**src/logic/tp84_timing_pkg.sv**
```systemverilog
`default_nettype none

package tp84_timing_pkg;

	// ==================================================
	// Beam geometry
	// ==================================================

	// Pixels per line and lines per frame
	localparam int H_TOTAL_DEF = 384;
	localparam int V_TOTAL_DEF = 264;
	// 49.152 MHz master clock down to the 6.144 MHz pixel rate
	localparam int CLK_DIV_DEF = 8;

	// Horizontal blank, both ends inclusive
	localparam int HBLANK_FIRST = 138;
	localparam int HBLANK_LAST  = 268;
	// Vertical blank wraps through line 0
	localparam int VBLANK_START = 240;
	localparam int VBLANK_END   = 16;

	// Sync windows, start inclusive and end exclusive
	localparam int HSYNC_START = 176;
	localparam int HSYNC_END   = 208;
	localparam int VSYNC_START = 244;
	localparam int VSYNC_END   = 252;

	// Beam coordinates
	typedef logic [8:0] hcount_t;
	typedef logic [7:0] vcount_t;
	// Character RAM address, tile row in [9:5] and tile column in [4:0]
	typedef logic [9:0] tile_addr_t;
	// Pixel offset inside an 8x8 tile
	typedef logic [2:0] fine_t;

endpackage

`default_nettype wire

```
**src/logic/tp84_regs_pkg.sv**
```systemverilog
`default_nettype none

package tp84_regs_pkg;

	// ==================================================
	// Video register port
	// ==================================================

	// Register select, stands in for the CPU latch addresses
	// Codes 4 to 7 decode to nothing
	typedef enum logic [2:0] {
		REG_XSCROLL = 3'd0,
		REG_YSCROLL = 3'd1,
		REG_FLIP    = 3'd2,
		REG_IRQ_EN  = 3'd3
	} reg_sel_e;

	// One data byte, the width of the MC6809 bus
	typedef logic [7:0] reg_data_t;

	// Bit positions inside the flip register
	// Bit 0 mirrors the screen left to right
	localparam int FLIP_H_BIT = 0;
	// Bit 1 mirrors it top to bottom
	localparam int FLIP_V_BIT = 1;

endpackage

`default_nettype wire

```
**src/logic/beam_counter.sv**
```systemverilog
`timescale 1ns/1ps
`default_nettype none

module beam_counter #(
	parameter int H_TOTAL = tp84_timing_pkg::H_TOTAL_DEF,
	parameter int V_TOTAL = tp84_timing_pkg::V_TOTAL_DEF,
	parameter int CLK_DIV = tp84_timing_pkg::CLK_DIV_DEF
) (
	input  logic                     clk_49m,
	input  logic                     reset_i,
	output tp84_timing_pkg::hcount_t h_o,
	output tp84_timing_pkg::vcount_t v_o,
	output logic                     hblank_o,
	output logic                     vblank_o,
	output logic                     hsync_o,
	output logic                     vsync_o
);

	// Divider width, kept at one bit for a divide by one
	localparam int DIV_W = (CLK_DIV > 1) ? $clog2(CLK_DIV) : 1;
	// Line counter is wider than v_o when V_TOTAL exceeds 256
	localparam int LINE_W = $clog2(V_TOTAL);

	logic [DIV_W-1:0]         div_cnt;
	logic                     pix_en;
	logic [LINE_W-1:0]        line_cnt;
	tp84_timing_pkg::hcount_t h_next;
	logic [LINE_W-1:0]        line_next;

	// ==================================================
	// Pixel enable
	// ==================================================

	// One pulse every CLK_DIV master clocks
	// Registered, so the counters step in the cycle after the pulse is seen
	always_ff @(posedge clk_49m) begin
		if (reset_i) begin
			div_cnt <= '0;
			pix_en <= 1'b0;
		end else begin
			if (int'(div_cnt) == CLK_DIV - 1) begin
				div_cnt <= '0;
				pix_en <= 1'b1;
			end else begin
				div_cnt <= div_cnt + 1'b1;
				pix_en <= 1'b0;
			end
		end
	end

	// ==================================================
	// Beam counters
	// ==================================================

	// Next beam position, held between enables
	always_comb begin
		h_next = h_o;
		line_next = line_cnt;
		if (pix_en) begin
			if (int'(h_o) == H_TOTAL - 1) begin
				// End of line, the vertical count moves on
				h_next = '0;
				if (int'(line_cnt) == V_TOTAL - 1) begin
					line_next = '0;
				end else begin
					line_next = line_cnt + 1'b1;
				end
			end else begin
				h_next = h_o + 1'b1;
			end
		end
	end

	// Flags come from the next position so they change together with h_o and v_o
	// Line 0 sits inside vertical blank, hence the set reset value
	always_ff @(posedge clk_49m) begin
		if (reset_i) begin
			h_o <= '0;
			line_cnt <= '0;
			hblank_o <= 1'b0;
			vblank_o <= 1'b1;
			hsync_o <= 1'b0;
			vsync_o <= 1'b0;
		end else begin
			h_o <= h_next;
			line_cnt <= line_next;
			hblank_o <= (h_next >= tp84_timing_pkg::HBLANK_FIRST) &&
				(h_next <= tp84_timing_pkg::HBLANK_LAST);
			// Blank wraps around the end of the frame
			vblank_o <= (line_next >= tp84_timing_pkg::VBLANK_START) ||
				(line_next < tp84_timing_pkg::VBLANK_END);
			hsync_o <= (h_next >= tp84_timing_pkg::HSYNC_START) &&
				(h_next < tp84_timing_pkg::HSYNC_END);
			vsync_o <= (line_next >= tp84_timing_pkg::VSYNC_START) &&
				(line_next < tp84_timing_pkg::VSYNC_END);
		end
	end

	// Only the low eight line bits leave the block, like the 082 V outputs
	// Lines 256 and up read back as 0 and up, all inside blank
	assign v_o = line_cnt[7:0];

endmodule

`default_nettype wire

```
**src/logic/scroll_regs.sv**
```systemverilog
`timescale 1ns/1ps
`default_nettype none

module scroll_regs (
	input  logic                       clk_49m,
	input  logic                       reset_i,
	input  logic                       wr_i,
	input  tp84_regs_pkg::reg_sel_e    reg_sel_i,
	input  tp84_regs_pkg::reg_data_t   wr_data_i,
	input  logic                       vblank_i,
	output tp84_regs_pkg::reg_data_t   xscroll_o,
	output tp84_regs_pkg::reg_data_t   yscroll_o,
	output logic                       hflip_o,
	output logic                       vflip_o,
	output logic                       irq_o
);

	logic irq_en;
	logic vblank_d;
	logic vblank_rise;
	logic irq_clr_wr;

	// ==================================================
	// Register writes
	// ==================================================

	// Single-cycle strobe, every write lands on the next edge
	always_ff @(posedge clk_49m) begin
		if (reset_i) begin
			xscroll_o <= '0;
			yscroll_o <= '0;
			hflip_o <= 1'b0;
			vflip_o <= 1'b0;
			irq_en <= 1'b0;
		end else if (wr_i) begin
			case (reg_sel_i)
				tp84_regs_pkg::REG_XSCROLL: xscroll_o <= wr_data_i;
				tp84_regs_pkg::REG_YSCROLL: yscroll_o <= wr_data_i;
				tp84_regs_pkg::REG_FLIP: begin
					hflip_o <= wr_data_i[tp84_regs_pkg::FLIP_H_BIT];
					vflip_o <= wr_data_i[tp84_regs_pkg::FLIP_V_BIT];
				end
				// Enable lives in data bit 0, same as the original latch
				tp84_regs_pkg::REG_IRQ_EN: irq_en <= wr_data_i[0];
				// Unused select codes
				default: ;
			endcase
		end
	end

	// ==================================================
	// VBlank interrupt
	// ==================================================

	// Edge detect on vertical blank
	assign vblank_rise = vblank_i & ~vblank_d;

	// A zero written to the enable drops the flag on the same edge as the write
	assign irq_clr_wr = wr_i && (reg_sel_i == tp84_regs_pkg::REG_IRQ_EN) && !wr_data_i[0];

	// Delay starts high since blank is active out of reset
	always_ff @(posedge clk_49m) begin
		if (reset_i) begin
			vblank_d <= 1'b1;
		end else begin
			vblank_d <= vblank_i;
		end
	end

	// Flag is held low for as long as the enable stays 0
	// Writing 1 alone does not set it, it waits for the next blank edge
	always_ff @(posedge clk_49m) begin
		if (reset_i) begin
			irq_o <= 1'b0;
		end else if (irq_clr_wr || !irq_en) begin
			irq_o <= 1'b0;
		end else if (vblank_rise) begin
			irq_o <= 1'b1;
		end
	end

endmodule

`default_nettype wire

```
**src/logic/bg_address_gen.sv**
```systemverilog
`timescale 1ns/1ps
`default_nettype none

module bg_address_gen (
	input  tp84_timing_pkg::hcount_t    h_i,
	input  tp84_timing_pkg::vcount_t    v_i,
	input  tp84_regs_pkg::reg_data_t    xscroll_i,
	input  tp84_regs_pkg::reg_data_t    yscroll_i,
	input  logic                        hflip_i,
	input  logic                        vflip_i,
	output tp84_timing_pkg::tile_addr_t tile_addr_o,
	output tp84_timing_pkg::fine_t      fine_x_o,
	output tp84_timing_pkg::fine_t      fine_y_o
);

	// Beam position after the flip XOR
	logic [7:0] h_flip;
	logic [7:0] v_flip;
	// Scrolled playfield position, wraps at 256
	logic [7:0] h_sum;
	logic [7:0] v_sum;

	// ==================================================
	// Flip
	// ==================================================

	// Inverting every bit mirrors the count, 0 becomes 255
	// 256H does not take part, the playfield is 256 pixels wide
	assign h_flip = h_i[7:0] ^ {8{hflip_i}};
	assign v_flip = v_i ^ {8{vflip_i}};

	// ==================================================
	// Scroll
	// ==================================================

	// Carry out of bit 7 is dropped so the playfield wraps
	assign h_sum = h_flip + xscroll_i;
	assign v_sum = v_flip + yscroll_i;

	// ==================================================
	// Tile address and fine offsets
	// ==================================================

	// 32 x 32 tile map, row on top
	assign tile_addr_o = {v_sum[7:3], h_sum[7:3]};

	// Pixel and line inside the tile, for the character ROM address
	assign fine_x_o = h_sum[2:0];
	assign fine_y_o = v_sum[2:0];

endmodule

`default_nettype wire

```
**src/logic/tp84_video_top.sv**
```systemverilog
`timescale 1ns/1ps
`default_nettype none

module tp84_video_top #(
	parameter int H_TOTAL = tp84_timing_pkg::H_TOTAL_DEF,
	parameter int V_TOTAL = tp84_timing_pkg::V_TOTAL_DEF,
	parameter int CLK_DIV = tp84_timing_pkg::CLK_DIV_DEF
) (
	input  logic                        clk_49m,
	input  logic                        reset_i,
	// Register write port
	input  logic                        wr_i,
	input  tp84_regs_pkg::reg_sel_e     reg_sel_i,
	input  tp84_regs_pkg::reg_data_t    wr_data_i,
	// Beam position and video timing
	output tp84_timing_pkg::hcount_t    h_o,
	output tp84_timing_pkg::vcount_t    v_o,
	output logic                        hblank_o,
	output logic                        vblank_o,
	output logic                        hsync_o,
	output logic                        vsync_o,
	// VBlank interrupt to the CPU
	output logic                        irq_o,
	// Background fetch address
	output tp84_timing_pkg::tile_addr_t tile_addr_o,
	output tp84_timing_pkg::fine_t      fine_x_o,
	output tp84_timing_pkg::fine_t      fine_y_o
);

	// Register values into the address generator
	tp84_regs_pkg::reg_data_t xscroll;
	tp84_regs_pkg::reg_data_t yscroll;
	logic                     hflip;
	logic                     vflip;

	// ==================================================
	// Video timing
	// ==================================================

	beam_counter #(
		.H_TOTAL(H_TOTAL),
		.V_TOTAL(V_TOTAL),
		.CLK_DIV(CLK_DIV)
	) beam_counter_i (
		.clk_49m(clk_49m),
		.reset_i(reset_i),
		.h_o(h_o),
		.v_o(v_o),
		.hblank_o(hblank_o),
		.vblank_o(vblank_o),
		.hsync_o(hsync_o),
		.vsync_o(vsync_o)
	);

	// Scroll, flip and interrupt latches
	scroll_regs scroll_regs_i (
		.clk_49m(clk_49m),
		.reset_i(reset_i),
		.wr_i(wr_i),
		.reg_sel_i(reg_sel_i),
		.wr_data_i(wr_data_i),
		.vblank_i(vblank_o),
		.xscroll_o(xscroll),
		.yscroll_o(yscroll),
		.hflip_o(hflip),
		.vflip_o(vflip),
		.irq_o(irq_o)
	);

	// Background address, no added latency
	bg_address_gen bg_address_gen_i (
		.h_i(h_o),
		.v_i(v_o),
		.xscroll_i(xscroll),
		.yscroll_i(yscroll),
		.hflip_i(hflip),
		.vflip_i(vflip),
		.tile_addr_o(tile_addr_o),
		.fine_x_o(fine_x_o),
		.fine_y_o(fine_y_o)
	);

endmodule

`default_nettype wire

```
**config.mk**
```make
export PLATFORM = sky130hd
export DESIGN_NAME = tp84_video_top
export DESIGN_NICKNAME = d
export VERILOG_FILES = /design/src/logic/tp84_timing_pkg.sv /design/src/logic/tp84_regs_pkg.sv /design/src/logic/beam_counter.sv /design/src/logic/scroll_regs.sv /design/src/logic/bg_address_gen.sv /design/src/logic/tp84_video_top.sv
export SDC_FILE = /design/constraint.sdc
export NUM_CORES = 1
export LEC_CHECK = 0
export BUFFER_PORTS_ARGS = -buffer_cell sky130_fd_sc_hd__buf_2
export CAP_MARGIN = 20
export CORE_ASPECT_RATIO = 0.75
export CORE_MARGIN = 1.5
export CORE_UTILIZATION = 55
export CTS_CLUSTER_DIAMETER = 50
export DETAILED_ROUTE_END_ITERATION = 12
export GPL_ROUTABILITY_DRIVEN = 1
export GPL_TIMING_DRIVEN = 1
export PLACE_DENSITY_LB_ADDON = 0.1
export SYNTH_ARGS = -nofsm -noshare
export SYNTH_HDL_FRONTEND = slang
export SYNTH_SLANG_ARGS = --single-unit
```
**constraint.sdc**
```tcl
create_clock -name clk_49m -period 3.8 [get_ports clk_49m]
set_clock_uncertainty 0.1 [all_clocks]
set_input_delay 0.19 -clock clk_49m [delete_from_list [all_inputs] [get_ports clk_49m]]
set_output_delay 0.19 -clock clk_49m [all_outputs]
set_load 0.05 [all_outputs]
```
==> impl_metrics.yaml, run 1 <==
critical_path:
  arrival_ns: 2.85
  crit_path_end_kind: "output port"
  critPathKind: "reg2out"
  reg2reg_slack_ns: 1.12
  crit_required_ns: 3.51
  r2r_start: "beam_counter_i.h_o[0]$_SDFF_PP0_"
  crit_path_max_fanout: 9
  start_kind: "flop"
  r2r-end: "beam_counter_i.vblank_o$_SDFF_PP1_"
  r2r_cells: 6
sta:
  fmax_mhz: 318.6
  slew_violations: 0
  worst_slew_pin_slew_ns: 0.7866
  slew_headroom_pct: 47.56
  setup_tns_ns: 0
  setup_viol: 0
  hold_viol: 0
  fin_crit_ns: 3.138
  grt_setup_unrepaired: "no"
  finalCritPeriodShare_pct: 82.59
synthesis:
  synth_top_area_share_pct: 30.59
  ys.flop_type: "dfxtp_1"
  synth_top_area_cell: "dfxtp_1"
  synth-edff-count: 0
  ys_ff_latch: 47
  synth.net_count: 400
  yosys_warnings: 0
  syn_area_per_cell_sq_um: 8.403
  synth_cell_types: 59
  async_reset_ff_share_pct: 0
  syn_area_sq_mm: 0.003075
  synthTopCellsByArea: "dfxtp_1 (31%), ha_1 (7.3%), xnor2_1 (5.4%), xor2_1 (5.4%), a21oi_1 (4.9%)"
  synth.yosys.seq_area_share_pct: 30.59
  syn_inst: 366
grt:
  grt_pass1_wl_um: 10630
  grt_overflow: 0
  grt_pass1_vias: 2242
  grt_max_degree: 45
  grt_antenna_before_repair: 0
  gr-usage-all-layers_pct: 22.99
die:
  ioPinCount: 52
  rows: 23
  dieArea_sq_mm: 0.006054
  die_w_um: 89.35
  core_area_sq_mm: 0.005353
  start_util_pct: 57.46
  die_h_um: 67.76
drt:
  initialDrtViolationCount: 143
  drc_errors: 0
  ant_nets: 0
  wl_per_cell_um: 14.11
  num_vias: 2573
  dr.pass1.iters: 4
  drt-total-wl_um: 6605
  via_per_inst: 5.498
cts:
  clk_pin_slew_worst_paths_ns: 0.09
  clk_latency_ns: 0.31
  ctsHoldBuffers: 0
  htreeDepth: 2
  cts_made_buffers: 5
  cts.path.max_buffers: 2
  root_buffer: "clkbuf_8"
  cts_tree: "built"
  postCtsSetupBuffers: 0
  post_cts_resized: 0
  cts.sinks: 47
pwr:
  p_int_mw: 0.6922
  seqPwrFrac_pct: 54.6
  p_per_area_mw_per_mm2: 277.6
  clkPwrFrac_pct: 36.1
  p_leak_nw: 1.526
  p_total_mw: 0.9237
  power.switching_mw: 0.2315
  peakVddDrop_uv: 204.4
  p_sw_share_pct: 25.06
  power_frac_comb_pct: 9.3
place:
  gp_congestion: 0.8644
  portBuffers: 51
  hpwl_um: 4949
final_layout:
  seqCellArea_sq_um: 940.9
  final_nets: 426
  multi_input_area_sq_mm: 0.001914
  diodes: 0
  layout-drive-gt1-share_pct: 17.30
  n_fill_cell: 488
  area_delta_synth_final_pct: 8.177
min_path:
  hold_path.class: "in2reg"
  min_to: "scroll_regs_i.xscroll_o[5]$_SDFFE_PP0P_"
  min_from: "wr_data_i[5]"
  hold_depth: 3
run:
  maxCapViolCount: 0
outcome:
  status: "completed"
[cell families after synthesis]
| family | count (synthesis) | synth area share (%) |
|---|---|---|
| XOR/XNOR | 39 | 11.35 |
| multiplexers | 11 | 3.580 |
| AO/OA/AOI/OAI | 75 | 15.30 |
| buffers and inverters | 38 | 7.160 |
| adder cells (fa/ha/maj) | 20 | 8.625 |
| flip-flops | 47 | 30.59 |
| AND/OR/NAND/NOR | 136 | 23.39 |
[stage by stage]
stage               cells  cell area (sq um)  setup WS, ns  utilization [%]  hold WS (ns)
floorplan             366               3075        0.7995                -        0.2260
global placement      460               3227         1.039            60.29        0.3235
detailed placement    460               3227        0.9762            60.29        0.3280
CTS                   468               3327        0.6284            62.16       0.03047
global route          468               3327        0.4038            62.16       0.03666
finish                468               3327        0.6615            62.16       0.04133
[worst max path at each step]
stage	startpoint	end
after global routing	scroll_regs_i.vflip_o$_SDFFE_PP0P_	tile_addr_o[8]
after global placement	scroll_regs_i.vflip_o$_SDFFE_PP0P_	tile_addr_o[9]
after CTS	scroll_regs_i.hflip_o$_SDFFE_PP0P_	tile_addr_o[4]
after detailed placement	scroll_regs_i.hflip_o$_SDFFE_PP0P_	tile_addr_o[4]
final	scroll_regs_i.hflip_o$_SDFFE_PP0P_	tile_addr_o[4]
after floorplan	beam_counter_i.h_o[0]$_SDFF_PP0_	tile_addr_o[3]
[layer usage]
layer	wire (um)	GRT usage (%)	part of all wire (%)
met3	301	3.790	4.6
met2	2778	33.27	42
met5	0	0	0
met4	113	8.654	1.7
met1	3412	34.01	52
[cell usage in the layout, fill, tap and decap left out, drive strengths merged, types with 2 or more instances in the layout]
cell / Yosys / routed
nor2: 34 / 34
a22oi: 3 / 3
nand2b: 4 / 4
clkbuf: 13 / 8
nor4: 2 / 2
xor2: 19 / 19
nor3b: 3 / 3
mux2i: 11 / 11
a21oi: 30 / 30
inv: 6 / 6
nand4b: 2 / 2
nand2: 37 / 37
o22a: 2 / 2
or4b: 2 / 2
nor3: 9 / 9
xnor2: 20 / 20
o41ai: 3 / 3
nand3b: 3 / 3
and3: 5 / 5
o21bai: 2 / 2
nor2b: 4 / 4
a31oi: 2 / 2
nand3: 10 / 10
and2: 4 / 4
nand4: 4 / 4
buf: 19 / 51
fa: 2 / 2
a21o: 6 / 6
o21ai: 15 / 15
dfxtp: 47 / 47
and4: 3 / 3
or3: 6 / 6
ha: 18 / 18
[final cells by class]
type | instances | area share (%)
Tap cell | 75 | 2.821
Clock buffer | 8 | 3.009
Multi-Input combinational cell | 281 | 57.54
Inverter | 6 | 0.6769
Sequential cell | 47 | 28.28
Timing Repair Buffer | 51 | 7.672
[state kept, by name, summed over array words and instances (netlist names), 3 cells and up]
name / cells
beam_counter_i.h_o: 9
scroll_regs_i.xscroll_o: 8
scroll_regs_i.yscroll_o: 8
beam_counter_i.line_cnt: 9
beam_counter_i.div_cnt: 3
[critical path, stage by stage, from the launching register on]
cell     delay, ns
dfxtp_1       0.59
xor2_1        0.33
ha_1          0.29
a21o_1        0.17
a21oi_1       0.21
o21ai_0       0.16
o41ai_1       0.33
xnor2_1       0.16
buf_2         0.28
[cell usage after synthesis, types with 3 or more instances]
cell	number
xnor2_1	19
nor3_1	8
nor3b_1	3
o41ai_1	3
nand4_1	3
and2_1	3
nand3_1	9
mux2i_1	11
dfxtp_1	47
a21o_1	6
or3_1	6
buf_2	5
and3_1	5
inv_1	6
nor2_1	33
xor2_1	19
nand3b_1	3
a21oi_1	30
nor2b_1	4
buf_6	5
o21ai_0	14
nand2_1	37
nand2b_1	4
buf_4	9
a22oi_1	3
clkbuf_1	13
ha_1	18
[power by group through the flow]
stage / logic [mW] / clock network, mW / registers [mW]
floorplan: 0.0653 / 0 / 0.513
global placement: 0.0849 / 0 / 0.516
detailed placement: 0.0859 / 0 / 0.516
CTS: 0.0864 / 0.345 / 0.505
global route: 0.0937 / 0.365 / 0.506
finish: 0.0858 / 0.333 / 0.505
Power figures use the tool's default switching activity.
==> run 2, diff against run 1 <==
- CORE_UTILIZATION: 55 -> 51
- clock period: 3.8 -> 2.55 ns (I/O delays scaled with it)
==> impl_metrics.yaml, run 2 (same netlist as run 1, synthesis figures left out) <==
outcome:
  violations: "setup timing"
  status: "finished, violations left"
cts:
  cts.sinks: 47
  cts_tree: "built"
  clk_latency_ns: 0.30
  cts_made_buffers: 5
  htreeDepth: 2
  clk_pin_slew_worst_paths_ns: 0.09
  cts.path.max_buffers: 2
  root_buffer: "clkbuf_8"
min_path:
  hold_path.class: "in2reg"
  min_from: "wr_data_i[4]"
die:
  dieArea_sq_mm: 0.006510
  die_w_um: 92.67
  ioPinCount: 52
  die_h_um: 70.25
  start_util_pct: 52.79
  core_area_sq_mm: 0.005826
  rows: 24
pwr:
  clkPwrFrac_pct: 35.0
  p_per_area_mw_per_mm2: 368.5
  p_int_mw: 1.019
  power_frac_comb_pct: 11.0
  p_total_mw: 1.385
  p_sw_share_pct: 26.47
  p_leak_nw: 1.723
  seqPwrFrac_pct: 54.0
  power.switching_mw: 0.3667
  peakVddDrop_uv: 357.0
critical_path:
  cp_slowest_cell: "dfxtp_4"
  crit_path_max_fanout: 7
  path_buf_inv: 3
  worstPathCellList: "buf_6 > xor2_1 > ha_1 > buf_4 > a21o_1 > a21oi_2 > o21bai_1 > a21oi_2 > xnor2_2 > buf_6"
  crit_path_end_kind: "output port"
  crit_path_start: "scroll_regs_i.vflip_o$_SDFFE_PP0P_"
  crit_required_ns: 2.32
  r2r_start: "beam_counter_i.h_o[1]$_SDFF_PP0_"
  start_kind: "flop"
  reg2reg_slack_ns: 0.19
  arrival_ns: 2.34
  crit_family: "compound AO/OA/AOI/OAI gates"
  critPathKind: "reg2out"
  cpPeakStageDelay_ns: 0.37
drt:
  dr.pass1.iters: 4
  via_per_inst: 5.513
  drc_errors: 0
  num_vias: 2751
  drt-total-wl_um: 7338
  wl_per_cell_um: 14.71
  ant_nets: 0
  initialDrtViolationCount: 96
grt:
  grt_pass1_vias: 2539
  grt_pass1_wl_um: 12250
  grt_max_degree: 45
  grt_overflow: 0
  grt_antenna_before_repair: 0
  gr-usage-all-layers_pct: 23.34
place:
  dpl.cell_count: 478
  hpwl_um: 5295
  portBuffers: 51
  gp_congestion: 0.8751
final_layout:
  final_nets: 454
  reg_top3: "beam_counter_i.h_o: 9 flops, beam_counter_i.line_cnt: 9 flops"
  n_fill_cell: 505
  final_cell_mix: "buf_2 (46), dfxtp_1 (42), nand2_1 (37)"
  mostFrequentLayoutCell: "buf_2"
  seqCellArea_sq_um: 954.7
  final_cells: 499
  layout-drive-gt1-share_pct: 28.50
  multi_input_area_sq_mm: 0.002074
  area_delta_synth_final_pct: 22.25
  diodes: 0
sta:
  fin_crit_ns: 2.563
  hold_viol: 0
  fmax_mhz: 390.2
  finalCritPeriodShare_pct: 100.5
  fin_ws_ns: -0.01298
  setup_viol: 1
  setup_tns_ns: -0.01298
  slew_headroom_pct: 45.68
  grt_setup_unrepaired: "yes"
  worst_slew_pin_slew_ns: 0.8086
  slew_violations: 0
run:
  maxCapViolCount: 0
run 2: cell types whose count changed in the layout (fill, tap and decap cells not counted), sizes merged:
cell         before  now
clkinv            0    1
clkinvlp          0    1
dlygate4sd3       0    6
buf              51   72
clkbuf            8    7
run 2: power groups by stage:
stage                     clock network (mW)  logic, mW  registers (mW)
after global placement                     0      0.132           0.766
after floorplan                            0      0.100           0.764
after global routing                   0.527      0.163           0.750
final                                  0.485      0.152           0.748
after detailed placement                   0      0.134           0.766
after CTS                              0.492      0.150           0.749
run 2: path summary, 6_finish.rpt:
check | to | cells past startpoint
max | tile_addr_o[8] | 10
max reg2reg | beam_counter_i.hblank_o$_SDFF_PP0_ | 7
min | scroll_regs_i.yscroll_o[4]$_SDFFE_PP0P_ | 3
min reg2reg | beam_counter_i.div_cnt[0]$_SDFF_PP0_ | 1
run 2: layout make-up:
cell class | instances | share of cell area (%)
inverters | 6 | 0.5990
multi-input cells | 281 | 55.17
well taps | 78 | 2.596
flip-flops and latches | 47 | 25.39
clock inverters | 2 | 0.4326
clock buffers | 6 | 2.196
repair buffers | 79 | 13.61
run 2: per-layer routing:
metal  vias up  track usage (%)  part of all wire (%)
met1      1298            34.46                    50
met5         -                0                     0
li1       1379                -                     -
met3         2            3.704                   4.7
met2        72            36.76                    45
met4         0            3.030                  0.26
run 2: worst reg2reg max path, cell delays in order (launching register included):
cell and delay [ns]:
dfxtp_4 0.39, buf_4 0.17, ha_2 0.26, and4_4 0.28, xnor2_2 0.14, or4b_1 0.47, and2_0 0.17, o32ai_1 0.29
run 2: repair_timing:
item | 4_1_cts | 5_1_grt
buffers inserted | 5 | 2
cloned | 0 | 0
setup endpoints to repair | 7 | 8
hold buffers | 6 | 0
gates resized for setup | 32 | 7
pin swaps | 9 | 13
endpoints found under the hold margin | 8 | 0
run 2: per-stage QoR:
stage	instance area (sq um)	utilization (%)	hold slack, ns	worst slack [ns]
after floorplan	3119	-	0.1635	-0.06575
after global placement	3386	58.12	0.2947	0.1131
after detailed placement	3386	58.12	0.3003	0.06100
after CTS	3712	63.72	0.0002175	0.004884
after global routing	3760	64.54	0.01414	-0.08880
final	3760	64.54	0.01464	-0.01298
==> run 3, diff against run 2 <==
--- a/config.mk
+++ b/config.mk
@@ -7,2 +7,3 @@
 export LEC_CHECK = 0
+export ABC_AREA = 1
 export BUFFER_PORTS_ARGS = -buffer_cell sky130_fd_sc_hd__buf_2
==> constraint.sdc (replaced) <==
create_clock -name clk_49m -period 2.55 [get_ports clk_49m]
set_clock_uncertainty 0.1 [all_clocks]
set_input_delay 0.255 -clock clk_49m [delete_from_list [all_inputs] [get_ports clk_49m]]
set_output_delay 0.255 -clock clk_49m [all_outputs]
set_load 0.05 [all_outputs]
==> impl_metrics.yaml, run 3 <==
outcome:
  status: "completed"
grt:
  grt_pass1_vias: 2616
  grt_antenna_before_repair: 0
  grt_max_degree: 26
  grt_pass1_wl_um: 12190
  gr-usage-all-layers_pct: 23.80
  grt_overflow: 0
cts:
  root_buffer: "clkbuf_8"
  htreeDepth: 2
  cts.sinks: 47
  cts_tree: "built"
  clk_latency_ns: 0.31
  cts.path.max_buffers: 2
  clk_pin_slew_worst_paths_ns: 0.10
  cts_made_buffers: 5
  ctsHoldBuffers: 0
synthesis:
  synth_top_family_by_area: "simple AND/OR/NAND/NOR gates"
  synth-xor-area-share_pct: 9.180
  ys_ff_latch: 47
  synth.most_common_cell: "nand2_1"
  synth.net_count: 463
  syn_area_sq_mm: 0.003053
  synth_top_area_share_pct: 30.82
  syn_area_per_cell_sq_um: 7.116
  yosys_warnings: 0
  syn_inst: 429
  synth_top_area_cell: "dfxtp_1"
  ys.flop_type: "dfxtp_1"
  synth_fa_ha_area_share_pct: 8.689
  synth_mux_area_share_pct: 0
  async_reset_ff_share_pct: 0
  synthTopCellsByArea: "dfxtp_1 (31%), nand2_1 (8.9%), xor2_1 (7.5%), ha_1 (7.4%), nor2_1 (7.1%)"
  ys_top_cells_by_count: "nand2_1 (72), nor2_1 (58), inv_1 (56), dfxtp_1 (47), a21oi_1 (27)"
  synth.yosys.seq_area_share_pct: 30.82
  synth_cell_types: 33
  synth_compound_area_share_pct: 9.836
  synth-simple-area-share_pct: 30.29
  synth-edff-count: 0
drt:
  ant_nets: 0
  drc_errors: 0
  drt-total-wl_um: 7575
  dr.pass1.iters: 4
  wl_per_cell_um: 13.36
  num_vias: 2881
  via_per_inst: 5.081
  initialDrtViolationCount: 87
run:
  maxCapViolCount: 0
place:
  gp_congestion: 0.8828
  dpl_cell_area_sq_mm: 0.003431
  portBuffers: 51
  dpl.cell_count: 550
  hpwl_um: 5608
critical_path:
  critPathKind: "reg2out"
  arrival_ns: 2.18
  start_kind: "flop"
  crit_path_max_fanout: 7
  crit_required_ns: 2.19
  crit_path_end_kind: "output port"
sta:
  slew_headroom_pct: 50.76
  setup_viol: 0
  slew_violations: 0
  fin_crit_ns: 2.536
  hold_viol: 0
  finalCritPeriodShare_pct: 99.47
  setup_tns_ns: 0
  whs_ns: 0.09478
  grt_setup_unrepaired: "yes"
  fmax_mhz: 394.3
  worst_slew_pin_slew_ns: 0.7378
die:
  core_area_sq_mm: 0.005796
  dieArea_sq_mm: 0.006464
  die_w_um: 92.34
  start_util_pct: 52.68
  die_h_um: 70.01
  ioPinCount: 52
  rows: 24
pwr:
  p_leak_nw: 1.998
  peakVddDrop_uv: 313.7
  p_per_area_mw_per_mm2: 376.4
final_layout:
  postLayoutCoreUtil_pct: 66.93
  final_cells: 567
  area_delta_synth_final_pct: 27.05
  mostFrequentLayoutCell: "nand2_1"
  final_cell_mix: "nand2_1 (66), inv_1 (56), nor2_1 (54)"
  final_nets: 522
  diodes: 0
  reg_top3: "beam_counter_i.h_o: 9 flops, beam_counter_i.line_cnt: 9 flops"
  layout-drive-gt1-share_pct: 32.31
  stdcell_area_sq_mm: 0.003879
min_path:
  hold_path.class: "in2reg"
[run 3: worst paths after layout]
| check | startpoint | endpoint | slack [ns] | cells past startpoint |
|---|---|---|---|---|
| max | scroll_regs_i.hflip_o$_SDFFE_PP0P_ | tile_addr_o[3] | 0.01 | 10 |
| min reg2reg | beam_counter_i.div_cnt[0]$_SDFF_PP0_ | beam_counter_i.div_cnt[0]$_SDFF_PP0_ | 0.33 | 1 |
| min | wr_data_i[2] | scroll_regs_i.yscroll_o[2]$_SDFFE_PP0P_ | 0.09 | 3 |
| max reg2reg | beam_counter_i.line_cnt[0]$_SDFF_PP0_ | beam_counter_i.vblank_o$_SDFF_PP1_ | 0.56 | 12 |
[run 3: layout make-up]
cell class | count | area [sq um]
multi-input cells | 302 | 2054
fillers | 512 | 1917
flip-flops and latches | 47 | 952.2
repair buffers | 70 | 451.7
inverters | 62 | 234.0
well taps | 78 | 97.59
clock buffers | 5 | 68.82
clock inverters | 3 | 20.02
[run 3: metrics by stage]
| step | total power, mW | setup WS [ns] |
|---|---|---|
| after global routing | 1.523 | -0.1114 |
| after detailed placement | 0.9758 | 0.08047 |
| after CTS | 1.453 | -0.02634 |
| after global placement | 0.9718 | 0.1325 |
| final | 1.460 | 0.01363 |
| after floorplan | 0.9274 | -0.1397 |
[run 3: cell families after synthesis]
family                   Yosys count
adder cells (fa/ha/maj)           20
buffers and inverters             80
XOR/XNOR                          32
AO/OA/AOI/OAI                     57
AND/OR/NAND/NOR                  193
flip-flops                        47
[run 3: critical path, cell delays in order (launching register included)]
cell and delay, ns:
dfxtp_4 0.37, buf_12 0.15, xor2_4 0.20, fa_2 0.38
nand3_2 0.10, nand2_4 0.06, a21oi_2 0.15, nor2_2 0.05
nor2_2 0.12, xnor2_2 0.13, buf_6 0.18
[run 3: per-layer routing]
layer / wire (um) / part of all wire, % / track usage, % / up-vias
met5: 0 / 0 / 0 / -
met3: 479 / 6.3 / 3.704 / 13
met1: 3635 / 48 / 33.63 / 1316
li1: - / - / - / 1470
met2: 3347 / 44 / 37.66 / 82
met4: 112 / 1.5 / 6.496 / 0
[run 3: what timing repair did]
| action | 4_1_cts | 5_1_grt |
|---|---|---|
| setup endpoints to repair | 6 | 6 |
| pin swaps | 13 | 21 |
| gates resized for setup | 30 | 32 |
| hold endpoints to repair | 0 | 0 |
| buffers inserted | 5 | 4 |
[run 3: report_power, final]
group	switching [mW]	leakage [nW]	internal, mW
Combinational	0.155	1.57	0.0843
Sequential	0.0116	0.384	0.747
Clock	0.271	0.0402	0.191
Total	0.438	2.00	1.02
